## config.mk

```make
export PLATFORM = sky130hd
export DESIGN_NAME = issueStage
export DESIGN_NICKNAME = d
export VERILOG_FILES = /design/src/verilog/renamePkg.sv /design/src/verilog/issueStage.sv /design/src/verilog/operandResolve.sv /design/src/verilog/regFile.sv /design/src/verilog/reorderBuffer.sv
export VERILOG_INCLUDE_DIRS = /design/src /design/src/verilog
export SDC_FILE = /design/constraint.sdc
export NUM_CORES = 2
export LEC_CHECK = 0
export BUFFER_PORTS_ARGS = -buffer_cell sky130_fd_sc_hd__buf_2
export CAP_MARGIN = 20
export CORE_UTILIZATION = 56
export CTS_CLUSTER_DIAMETER = 40
export DETAILED_ROUTE_END_ITERATION = 8
export PLACE_DENSITY = 0.81
export SYNTH_ARGS = -nofsm -noshare
export SYNTH_HDL_FRONTEND = slang
export SYNTH_SLANG_ARGS = --single-unit
```

## constraint.sdc

```tcl
create_clock -name clk -period 19.1 [get_ports clk]
set_clock_uncertainty 0.2 [all_clocks]
set_input_delay 1.91 -clock clk [delete_from_list [all_inputs] [get_ports clk]]
set_output_delay 1.91 -clock clk [all_outputs]
set_load 0.05 [all_outputs]
```

## src/verilog/rename_params.svh

```systemverilog
`ifndef RENAME_PARAMS_SVH
`define RENAME_PARAMS_SVH

// Architectural register file.
`define REG_NUM    32
`define REG_NAME_W 5
`define DATA_W     32

// Reorder buffer. A nick is entry index plus one, zero means no writer.
`define ROB_DEPTH  8
`define NICK_W     4

// Instruction fields passed through to dispatch.
`define OP_W       6
`define ADDR_W     32
`define IMM_W      32

`endif

```

## src/verilog/renamePkg.sv

```systemverilog
`include "rename_params.svh"

package renamePkg;

    // Architectural register name.
    typedef logic [`REG_NAME_W-1:0] regName_t;

    // Reorder buffer tag. Zero when no writer is pending.
    typedef logic [`NICK_W-1:0] nick_t;

    // Register and result value.
    typedef logic [`DATA_W-1:0] data_t;

    // Operation code from decode.
    typedef logic [`OP_W-1:0] op_t;

    // Instruction address.
    typedef logic [`ADDR_W-1:0] addr_t;

    // Immediate operand.
    typedef logic [`IMM_W-1:0] imm_t;

endpackage

```

## src/verilog/issueStage.sv

```systemverilog
`timescale 1ns/1ns

module issueStage (
    input  logic                clk,
    input  logic                rst,
    input  logic                rdy,
    input  logic                clr,

    // Issue from decode.
    input  logic                issueEn,
    input  renamePkg::regName_t rs1Name,
    input  renamePkg::regName_t rs2Name,
    input  renamePkg::regName_t rdName,
    input  renamePkg::op_t      op,
    input  renamePkg::addr_t    pc,
    input  renamePkg::imm_t     imm,
    input  logic                pd,
    output logic                robFull,

    // Writeback from execution.
    input  logic                wbEn,
    input  renamePkg::nick_t    wbNick,
    input  renamePkg::data_t    wbData,

    // Commit.
    output logic                commitEn,
    output renamePkg::regName_t commitName,
    output renamePkg::nick_t    commitNick,
    output renamePkg::data_t    commitData,

    // Dispatch.
    output logic                dpEn,
    output renamePkg::data_t    dpRs1Data,
    output renamePkg::nick_t    dpRs1Nick,
    output renamePkg::data_t    dpRs2Data,
    output renamePkg::nick_t    dpRs2Nick,
    output renamePkg::regName_t dpRdName,
    output renamePkg::nick_t    dpNick,
    output renamePkg::op_t      dpOp,
    output renamePkg::addr_t    dpPc,
    output renamePkg::imm_t     dpImm,
    output logic                dpPd
);

    logic             issueAccept;
    renamePkg::nick_t allocNick;
    renamePkg::data_t rs1Data;
    renamePkg::data_t rs2Data;
    renamePkg::nick_t rs1Nick;
    renamePkg::nick_t rs2Nick;
    renamePkg::nick_t lookNick1;
    renamePkg::nick_t lookNick2;
    logic             lookReady1;
    logic             lookReady2;
    renamePkg::data_t lookData1;
    renamePkg::data_t lookData2;

    assign issueAccept = issueEn && rdy && !robFull;  // Issue while full is dropped.

    regFile regFile_i (
        .clk, .rst, .rdy, .clr,
        .issueAccept, .rs1Name, .rs2Name, .rdName, .allocNick,
        .commitEn, .commitName, .commitNick, .commitData,
        .rs1Data, .rs2Data, .rs1Nick, .rs2Nick
    );

    reorderBuffer reorderBuffer_i (
        .clk, .rst, .rdy, .clr,
        .issueAccept, .rdName, .robFull, .allocNick,
        .wbEn, .wbNick, .wbData,
        .lookNick1, .lookNick2, .lookReady1, .lookReady2, .lookData1, .lookData2,
        .commitEn, .commitName, .commitNick, .commitData
    );

    operandResolve operandResolve_i (
        .clk, .rst, .rdy, .clr,
        .issueAccept, .rs1Name, .rs2Name, .rdName, .op, .pc, .imm, .pd, .allocNick,
        .rs1Data, .rs2Data, .rs1Nick, .rs2Nick,
        .lookNick1, .lookNick2, .lookReady1, .lookReady2, .lookData1, .lookData2,
        .wbEn, .wbNick, .wbData,
        .dpEn, .dpRs1Data, .dpRs1Nick, .dpRs2Data, .dpRs2Nick,
        .dpRdName, .dpNick, .dpOp, .dpPc, .dpImm, .dpPd
    );

endmodule

```

## src/verilog/operandResolve.sv

```systemverilog
`timescale 1ns/1ns

module operandResolve (
    input  logic                clk,
    input  logic                rst,
    input  logic                rdy,
    input  logic                clr,

    // Instruction being issued.
    input  logic                issueAccept,
    input  renamePkg::regName_t rs1Name,
    input  renamePkg::regName_t rs2Name,
    input  renamePkg::regName_t rdName,
    input  renamePkg::op_t      op,
    input  renamePkg::addr_t    pc,
    input  renamePkg::imm_t     imm,
    input  logic                pd,
    input  renamePkg::nick_t    allocNick,

    // Register file reads.
    input  renamePkg::data_t    rs1Data,
    input  renamePkg::data_t    rs2Data,
    input  renamePkg::nick_t    rs1Nick,
    input  renamePkg::nick_t    rs2Nick,

    // Reorder buffer lookup.
    output renamePkg::nick_t    lookNick1,
    output renamePkg::nick_t    lookNick2,
    input  logic                lookReady1,
    input  logic                lookReady2,
    input  renamePkg::data_t    lookData1,
    input  renamePkg::data_t    lookData2,

    // Writeback bypass.
    input  logic                wbEn,
    input  renamePkg::nick_t    wbNick,
    input  renamePkg::data_t    wbData,

    // Dispatch.
    output logic                dpEn,
    output renamePkg::data_t    dpRs1Data,
    output renamePkg::nick_t    dpRs1Nick,
    output renamePkg::data_t    dpRs2Data,
    output renamePkg::nick_t    dpRs2Nick,
    output renamePkg::regName_t dpRdName,
    output renamePkg::nick_t    dpNick,
    output renamePkg::op_t      dpOp,
    output renamePkg::addr_t    dpPc,
    output renamePkg::imm_t     dpImm,
    output logic                dpPd
);

    renamePkg::data_t srcData1;
    renamePkg::data_t srcData2;
    renamePkg::nick_t srcNick1;
    renamePkg::nick_t srcNick2;
    logic             capture;

    function automatic void resolve(
        input  renamePkg::regName_t name,
        input  renamePkg::data_t    regData,
        input  renamePkg::nick_t    regNick,
        input  logic                bufReady,
        input  renamePkg::data_t    bufData,
        input  logic                bypassEn,
        input  renamePkg::nick_t    bypassNick,
        input  renamePkg::data_t    bypassData,
        output renamePkg::data_t    data,
        output renamePkg::nick_t    nick
    );
        data = '0;
        nick = '0;
        if (name == '0) begin
            data = '0;
        end else if (regNick == '0) begin
            data = regData;                           // Committed value.
        end else if (bypassEn && (bypassNick == regNick)) begin
            data = bypassData;                        // Result arriving now.
        end else if (bufReady) begin
            data = bufData;
        end else begin
            nick = regNick;                           // Still pending.
        end
    endfunction

    assign lookNick1 = rs1Nick;
    assign lookNick2 = rs2Nick;

    always_comb begin
        resolve(rs1Name, rs1Data, rs1Nick, lookReady1, lookData1,
                wbEn, wbNick, wbData, srcData1, srcNick1);
        resolve(rs2Name, rs2Data, rs2Nick, lookReady2, lookData2,
                wbEn, wbNick, wbData, srcData2, srcNick2);
    end

    assign capture = issueAccept && rdy && !clr;

    always_ff @(posedge clk) begin
        if (rst) begin
            dpEn <= 1'b0;
        end else begin
            dpEn <= capture;                          // One cycle per accepted issue.
        end
    end

    always_ff @(posedge clk) begin
        if (capture) begin
            dpRs1Data <= srcData1;
            dpRs1Nick <= srcNick1;
            dpRs2Data <= srcData2;
            dpRs2Nick <= srcNick2;
            dpRdName  <= rdName;
            dpNick    <= allocNick;
            dpOp      <= op;
            dpPc      <= pc;
            dpImm     <= imm;
            dpPd      <= pd;
        end
    end

endmodule

```

## src/verilog/regFile.sv

```systemverilog
`timescale 1ns/1ns
`include "rename_params.svh"

module regFile (
    input  logic                clk,
    input  logic                rst,
    input  logic                rdy,
    input  logic                clr,

    // Issue side.
    input  logic                issueAccept,
    input  renamePkg::regName_t rs1Name,
    input  renamePkg::regName_t rs2Name,
    input  renamePkg::regName_t rdName,
    input  renamePkg::nick_t    allocNick,

    // Commit from the reorder buffer.
    input  logic                commitEn,
    input  renamePkg::regName_t commitName,
    input  renamePkg::nick_t    commitNick,
    input  renamePkg::data_t    commitData,

    // Source read ports.
    output renamePkg::data_t    rs1Data,
    output renamePkg::data_t    rs2Data,
    output renamePkg::nick_t    rs1Nick,
    output renamePkg::nick_t    rs2Nick
);

    renamePkg::data_t values [`REG_NUM];
    renamePkg::nick_t nicks  [`REG_NUM];

    logic commitWrite;
    logic renameWrite;
    logic commitClear;

    // Reads see the state before this cycle's rename.
    assign rs1Data = values[rs1Name];
    assign rs2Data = values[rs2Name];
    assign rs1Nick = nicks[rs1Name];
    assign rs2Nick = nicks[rs2Name];

    assign commitWrite = commitEn && (commitName != '0);      // x0 stays zero.
    assign renameWrite = issueAccept && (rdName != '0);

    // Only the latest writer may release the binding.
    assign commitClear = commitWrite && (nicks[commitName] == commitNick);

    always_ff @(posedge clk) begin
        if (rst) begin
            for (int i = 0; i < `REG_NUM; i++) begin
                values[i] <= '0;
                nicks[i]  <= '0;
            end
        end else if (rdy) begin
            if (clr) begin
                for (int i = 0; i < `REG_NUM; i++) begin
                    nicks[i] <= '0;                           // Values survive a flush.
                end
            end else begin
                if (commitWrite) begin
                    values[commitName] <= commitData;
                end
                if (commitClear) begin
                    nicks[commitName] <= '0;
                end
                // Later assignment wins, so a fresh rename beats the clear.
                if (renameWrite) begin
                    nicks[rdName] <= allocNick;
                end
            end
        end
    end

endmodule

```

## src/verilog/reorderBuffer.sv

```systemverilog
`timescale 1ns/1ns
`include "rename_params.svh"

module reorderBuffer (
    input  logic                clk,
    input  logic                rst,
    input  logic                rdy,
    input  logic                clr,

    // Allocation.
    input  logic                issueAccept,
    input  renamePkg::regName_t rdName,
    output logic                robFull,
    output renamePkg::nick_t    allocNick,

    // Writeback.
    input  logic                wbEn,
    input  renamePkg::nick_t    wbNick,
    input  renamePkg::data_t    wbData,

    // Operand lookup.
    input  renamePkg::nick_t    lookNick1,
    input  renamePkg::nick_t    lookNick2,
    output logic                lookReady1,
    output logic                lookReady2,
    output renamePkg::data_t    lookData1,
    output renamePkg::data_t    lookData2,

    // In-order commit.
    output logic                commitEn,
    output renamePkg::regName_t commitName,
    output renamePkg::nick_t    commitNick,
    output renamePkg::data_t    commitData
);

    localparam int IDX_W = $clog2(`ROB_DEPTH);

    renamePkg::regName_t names  [`ROB_DEPTH];
    renamePkg::data_t    values [`ROB_DEPTH];
    logic [`ROB_DEPTH-1:0] readyFlags;

    logic [IDX_W-1:0] head;
    logic [IDX_W-1:0] tail;
    logic [IDX_W:0]   count;

    logic [IDX_W-1:0] wbIdx;
    logic [IDX_W-1:0] lookIdx1;
    logic [IDX_W-1:0] lookIdx2;
    logic             wbWrite;

    function automatic logic [IDX_W-1:0] nextPtr(input logic [IDX_W-1:0] ptr);
        return (ptr == IDX_W'(`ROB_DEPTH - 1)) ? '0 : ptr + 1'b1;
    endfunction

    assign robFull   = (count == (IDX_W + 1)'(`ROB_DEPTH));
    assign allocNick = renamePkg::nick_t'(tail) + 1'b1;

    // Nick to entry index.
    assign wbIdx    = IDX_W'(wbNick - 1'b1);
    assign lookIdx1 = IDX_W'(lookNick1 - 1'b1);
    assign lookIdx2 = IDX_W'(lookNick2 - 1'b1);
    assign wbWrite  = wbEn && (wbNick != '0);

    assign lookReady1 = (lookNick1 != '0) && readyFlags[lookIdx1];
    assign lookReady2 = (lookNick2 != '0) && readyFlags[lookIdx2];
    assign lookData1  = values[lookIdx1];
    assign lookData2  = values[lookIdx2];

    // Head retires at the edge while commitEn is high.
    assign commitEn   = rdy && !clr && (count != '0) && readyFlags[head];
    assign commitName = names[head];
    assign commitNick = renamePkg::nick_t'(head) + 1'b1;
    assign commitData = values[head];

    always_ff @(posedge clk) begin
        if (rst) begin
            head       <= '0;
            tail       <= '0;
            count      <= '0;
            readyFlags <= '0;
        end else if (rdy) begin
            if (clr) begin
                head       <= '0;
                tail       <= '0;
                count      <= '0;
                readyFlags <= '0;
            end else begin
                if (issueAccept) begin
                    readyFlags[tail] <= 1'b0;
                    tail             <= nextPtr(tail);
                end
                if (wbWrite) begin
                    readyFlags[wbIdx] <= 1'b1;
                end
                if (commitEn) begin
                    head <= nextPtr(head);
                end
                case ({issueAccept, commitEn})
                    2'b10:   count <= count + 1'b1;
                    2'b01:   count <= count - 1'b1;
                    default: count <= count;          // Both or neither.
                endcase
            end
        end
    end

    // Entry payload is kept after retirement until reallocated.
    always_ff @(posedge clk) begin
        if (rdy && !clr) begin
            if (issueAccept) begin
                names[tail] <= rdName;
            end
            if (wbWrite) begin
                values[wbIdx] <= wbData;
            end
        end
    end

endmodule
```

## After elaboration in Yosys (flattened, before gate mapping)

Memories as Yosys holds them, arrays and structs flattened. A register that Yosys moved wholly into a read port is not among the register bits.
Cells that the tools add are included.

| word-level totals | value |
|---|---|
| bits of input ports | 128 |
| memories | 4 |
| bits in writable memories | 1448 |
| logic and storage cells | 220 |
| register bits after elaboration | 171 |

Memories:

| memory | depth | bits a word | rd ports | clocked after Yosys merged registers in | write ports | line | RTL |
|---|---|---|---|---|---|---|---|
| regFile_i.values | 32 | 32 | 2 | 0 | 32 | regFile.sv:30 | `` renamePkg::data_t values [`REG_NUM]; `` |
| reorderBuffer_i.values | 8 | 32 | 3 | 1 | 1 | reorderBuffer.sv:39 | `` renamePkg::data_t values [`ROB_DEPTH]; `` |
| regFile_i.nicks | 32 | 4 | 3 | 0 | 32 | regFile.sv:31 | `` renamePkg::nick_t nicks [`REG_NUM]; `` |
| reorderBuffer_i.names | 8 | 5 | 1 | 1 | 1 | reorderBuffer.sv:38 | `` renamePkg::regName_t names [`ROB_DEPTH]; `` |

| operators by class | value |
|---|---|
| mux-type cells | 102 |
| $lt $le $gt $ge | 7 |
| bitwise gates (word level) | 35 |
| add/sub/neg operators | 9 |
| reduce and logical (&&, ||, !) cells | 40 |
| equal/unequal tests | 8 |

Operators with widths:

| cell | number |
|---|---|
| 2-to-1 mux 32 bit | 7 |
| 2-to-1 mux 4 bit | 35 |
| 2-to-1 mux 8 bit | 6 |
| 2-to-1 mux 1 bit | 35 |
| bitwise OR 1 bit | 32 |
| OR reduction 32 bit | 1 |
| 2-to-1 mux 3 bit | 10 |
| less-than comparator 3 x 4 -> 1 bit, second input constant | 5 |
| logical AND 1 bit | 17 |
| nonzero test 4 bit | 4 |
| OR reduction 4 bit | 4 |
| 2-to-1 mux 5 bit | 3 |
| == test 4 bit | 3 |
| zero test 5 bit | 2 |
| nonzero test 5 bit | 2 |
| binary-select mux 1 bit (select 3 bit) | 3 |
| subtractor 3 x 1 -> 3 bit, second input constant | 3 |
| adder 3 x 1 -> 4 bit, second input constant | 2 |
| AND 8 bit | 1 |
| zero test 4 bit | 2 |
| inverter 8 bit | 1 |
| bitwise OR 8 bit | 1 |
| one-hot mux 4 bit (2 select lines) | 1 |
| adder 3 x 1 -> 3 bit, second input constant | 2 |
| 12 further kinds | 19 |

## Longest topological paths before layout

| depth | value |
|---|---|
| depth in word-level cells | 13 |
| gate-level depth with buffers | 16 |

## Cells and area by module

Synthesis repeated with hierarchy kept, for this count alone.

| second synthesis, totals | value |
|---|---|
| cells, all modules | 5180 |
| area, all modules | 85907.4 µm² |

Modules (own cells, without submodules):

| module | instances | area each (µm²) | cells each |
|---|---|---|---|
| regFile | 1 | 62880.3 | 3830 |
| reorderBuffer | 1 | 16404.5 | 853 |
| operandResolve | 1 | 6613.8 | 496 |
| issueStage | 1 | 8.8 | 1 |

## Worst setup path after synthesis

No wires, ideal clock.

| timing path | value |
|---|---|
| kind | in2reg |
| start point | input issueEn |
| end point | memory reorderBuffer_i.names[0][0] (netlist bit), enable pin |
| slack | 8.475 ns |
| data required time | 18.523 ns |
| stages on the path | 5 |
| data arrival time | 10.048 ns |
| cell sequence | nand3_1 clkbuf_1 nor2_1 nand2_1 nor3_1 |

| on the way | value |
|---|---|
| longest elaborated chain between the ends | 5 |

RTL lines:

| item | line | RTL |
|---|---|---|
| start: declaration | issueStage.sv:10 | `input logic issueEn,` |
| logical AND 1 bit (2 in series) | issueStage.sv:58 | `assign issueAccept = issueEn && rdy && !robFull;` |
| 2-to-1 mux 1 bit | reorderBuffer.sv:110 | `if (issueAccept) begin` |
| 2-to-1 mux 1 bit | reorderBuffer.sv:109 | `if (rdy && !clr) begin` |
| 2-to-1 mux 1 bit (not written as such) | reorderBuffer.sv:111 | `names[tail] <= rdName;` |
| end: declaration | reorderBuffer.sv:38 |  |

No other way between the ends.

## Final worst setup path

| timing path | value |
|---|---|
| start point | input rs2Name[1] |
| end point | register operandResolve_i.dpRs2Data[21], data pin |

| on the way | value |
|---|---|
| longest elaborated chain between the ends | 8 |
| elaborated cells on any way between the ends | 15 |

RTL lines:

| item | line | RTL |
|---|---|---|
| start: declaration | issueStage.sv:12 | `input renamePkg::regName_t rs2Name,` |
| memory (32 x 4 bit) | -- |  |
| subtractor 3 x 1 -> 3 bit | reorderBuffer.sv:61 | `assign lookIdx2 = IDX_W'(lookNick2 - 1'b1);` |
| binary-select mux 1 bit (select 3 bit) | reorderBuffer.sv:65 | `assign lookReady2 = (lookNick2 != '0) && readyFlags[lookIdx2];` |
| 2-to-1 mux 1 bit (not written as such) | reorderBuffer.sv:65 |  |
| logical AND 1 bit | reorderBuffer.sv:65 |  |
| 2-to-1 mux 32 bit | operandResolve.sv:79 | `end else if (bufReady) begin` |
| 2-to-1 mux 32 bit | operandResolve.sv:77 | `end else if (bypassEn && (bypassNick == regNick)) begin` |
| 2-to-1 mux 32 bit | operandResolve.sv:75 | `end else if (regNick == '0) begin` |
| end signal: assignment | operandResolve.sv:110 | `dpRs2Data <= srcData2;` |
| end: declaration | operandResolve.sv:43 | `output renamePkg::data_t dpRs2Data,` |

Parallel ways exist; a longest one is shown, timed or not. The select of a mux whose other input is x is not followed.
A chain may end at the register's enable or synchronous reset.

==> metrics.txt <==
Slowest Stage Delay on Critical Path=0.83 ns; Setup-failing EPs final=0; initial core utilization=56.6%; Crit Path Class=in -> reg; FF-to-FF End=regFile_i.values[8][10]$_SDFFCE_PN0P_; top cells by area, synth=edfxtp_1, mux4_2, nor2_1; DRC Markers=0; Yosys top cell area share=58.1%; share of cells above drive strength 1=31.0%; syn avg cell area=15.2 sq um; first-pass GRT wire length=396000 um; num rows=140; metal2 WL=124000 um; Sw Pwr=2.27 mW; register area share after synthesis=58.6%; Finished Layout Cells=7688; failing checks=max-slew violations; WHS Path Cells=2; sequence of cells on the critical path=buf_8 -> buf_4 -> or3b_2 -> buf_4 -> o221a_2 -> a22oi_1 -> o211ai_2 -> ha_1 -> inv_2 -> mux4_2 -> a221oi_1 -> a31o_2 -> o21ai_0 -> o211a_1; multi-input logic area=32500 sq um; actual slew at the worst max-slew pin=1.54 ns; vias in the first global route=57900; Unique masters post-synth=67; dpl cells=7327; Comb power frac=12.5%; CTS tree=done; Post-synth EDFFs=1600; # IOs=324; DP HPWL=161000 um; RSZ-0062 raised after global routing=false; clock group share of total power=41.2%; Seq cells post-synth=1622; fill count=9685; Final Hold Viols=0; Die Area=149000 sq um; Post-synth top flop=edfxtp_1; Die H=386 um; GRT Resource Usage Total=37.5%; hold path start=reorderBuffer_i.count[3]$_SDFFE_PP0P_; Post-Layout Inst Area=93200 sq um; crit path launch type=primary input; vias per cell=7.61; FF-to-FF setup slack=12.94 ns; Placeable Area=146000 sq um; Register Area=48500 sq um; Synth Warn #=0; Sw Share=25.6%; CP Max Fanout=77; CTS root buf=clkbuf_16; asr flop ratio synth=0%; Post-synth top cells=edfxtp_1, nor2_1, mux4_2; P_int=6.61 mW; status=complete, but fails checks; met3 WL=49200 um; Vias=58500; Post-CTS Resized=0; R2R cell count=8; achievable frequency=128 MHz; CP required=19.47 ns; Post-Place Cell Area=86600 sq um; P_leak=33.3 nW; total power=8.88 mW; Hold Crit Endpoint=reorderBuffer_i.count[3]$_SDFFE_PP0P_; Period minus WS final=7.83 ns; CP max-delay cell=a31o_2; clock slew at reported path FFs=0.06 ns; clock buffer depth=3; CP Capture Type=flip-flop; fin. max-slew vios=2; total length of routed wires=280000 um; routability congestion estimate=0.998; htree depth=4; grt total ovfl=0; Slew HR=-2.51%; I/O Buffers=323; Min-Delay Path Class=reg -> reg; Final TNS setup=0 ns; WL per Instance=36.5 um; WL met1=83000 um; Synth area leader=edfxtp_1; Synth Instances=5429; Final nets=5748; Seq pwr share=46.3%; critical path's most frequent cell=buf_4; synthesized area=82700 sq um; Pwr per Cell Area=95.3 nW/um^2; top-count cell post-synth=edfxtp_1; arrival time of the worst setup path=8.20 ns; Area growth, synth to finish=12.7%; DR top layer=met5; largest net degree at the start of global routing=92; Num CTS Buffers=183; hold_buf cts=0; worst skew pair latency=0.83 ns; DR iter-0 viols=10700; ANT nets after route=0; Die X=386 um; Post-CTS Repair Setup Buffers=0; Max Cap Viol=0; initial antenna violation count=14; Initial DRT Pass Iterations=6; clock sink count=1622; Final Cycle Share=41.0%; maximum vdd drop=0.0988 mV
[state kept, by name (all words and copies together) (netlist names), 4 cells and up, named ones only]
signal	cells
reorderBuffer_i.count	4
reorderBuffer_i.values	256
operandResolve_i.dpRdName	5
operandResolve_i.dpOp	6
operandResolve_i.dpRs2Data	32
operandResolve_i.dpImm	32
regFile_i.values	1024
operandResolve_i.dpRs1Data	32
operandResolve_i.dpRs1Nick	4
operandResolve_i.dpPc	32
operandResolve_i.dpNick	4
regFile_i.nicks	128
operandResolve_i.dpRs2Nick	4
reorderBuffer_i.readyFlags	8
reorderBuffer_i.names	40
[worst max-delay path, delay by kind of cell]
family | cells | cell delay [ns]
compound gates | 7 | 2.53
fa+ha+maj | 1 | 0.35
buf+inv | 4 | 2.25
mux | 1 | 0.43
simple gates | 1 | 0.51
[layout by cell type, fill, tap and decap left out, types with 38 or more instances in the layout]
cell / synthesis / routed
nor2_1: 1171 / 1165
mux2i_1: 291 / 259
and3_1: 68 / 66
nand2_1: 168 / 137
buf_4: 16 / 174
clkbuf_16: 0 / 189
buf_2: 70 / 312
a221oi_1: 57 / 57
nor3_1: 45 / 38
edfxtp_1: 1600 / 1600
o21ai_0: 55 / 55
mux4_2: 831 / 830
nand4_1: 39 / 39
inv_1: 56 / 51
a21oi_1: 103 / 103
[power groups by stage]
stage / sequential (mW) / clock (mW) / combinational, mW
after floorplan: 4.19 / 0 / 0.687
after global placement: 4.16 / 0 / 1.03
after detailed placement: 4.17 / 0 / 1.05
after CTS: 4.10 / 3.64 / 1.07
after global routing: 4.11 / 3.77 / 1.13
final: 4.11 / 3.66 / 1.11
[cell type report]
type	count	share of cell area, %
Inverter	60	0.244
Tap cell	1917	2.57
Timing Repair Buffer	509	3.52
Clock inverter	129	1.57
Clock buffer	206	5.14
Sequential cell	1622	52.0
Multi-Input combinational cell	3234	34.9
Antenna cell	11	0.0295
[cell families (layout without fill, tap and decap cells)]
family          count (synthesis)  count (layout)  share of synthesized area [%]
compound gates                415             415                           3.43
xor+xnor                       16              16                          0.170
fa+ha+maj                      10              10                          0.160
buf+inv                       608             904                           3.05
flops                        1622            1622                           58.6
mux                          1132            1132                           26.3
other cells                     1              47                        0.00454
simple gates                 1625            1625                           8.21
[per-layer routing]
| layer | vias up | GRT usage (%) |
|---|---|---|
| met3 | 1457 | 13.7 |
| met1 | 28600 | 46.4 |
| met4 | 10 | 27.1 |
| met2 | 6630 | 54.4 |
| li1 | 21800 | - |
| met5 | - | 0.0975 |
[worst max-delay path by stage]
stage                           from                                           end  slack (ns)  depth (start not counted)
final                     rs2Name[1]  operandResolve_i.dpRs2Data[21]$_SDFFCE_PP0P_       11.27                         14
after detailed placement  rs2Name[1]  operandResolve_i.dpRs2Data[21]$_SDFFCE_PP0P_       10.80                         14
after CTS                 rs2Name[1]  operandResolve_i.dpRs2Data[21]$_SDFFCE_PP0P_       11.48                         14
after floorplan              issueEn         reorderBuffer_i.names[0][0]$_DFFE_PP_        8.47                          5
after global placement    rs2Name[1]  operandResolve_i.dpRs2Data[27]$_SDFFCE_PP0P_       10.83                         14
after global routing      rs2Name[1]  operandResolve_i.dpRs2Data[11]$_SDFFCE_PP0P_       11.26                         14
[through the flow]
step	worst slack, ns	utilization (%)	hold WS (ns)
3_3_place_gp	10.83	59.3	0.271
3_5_place_dp	10.80	59.3	0.299
6_report	11.27	63.8	0.304
4_1_cts	11.48	63.6	0.307
5_1_grt	11.26	63.8	0.343
2_1_floorplan	8.47	-	0.263
(Power assumes the default switching activity.)
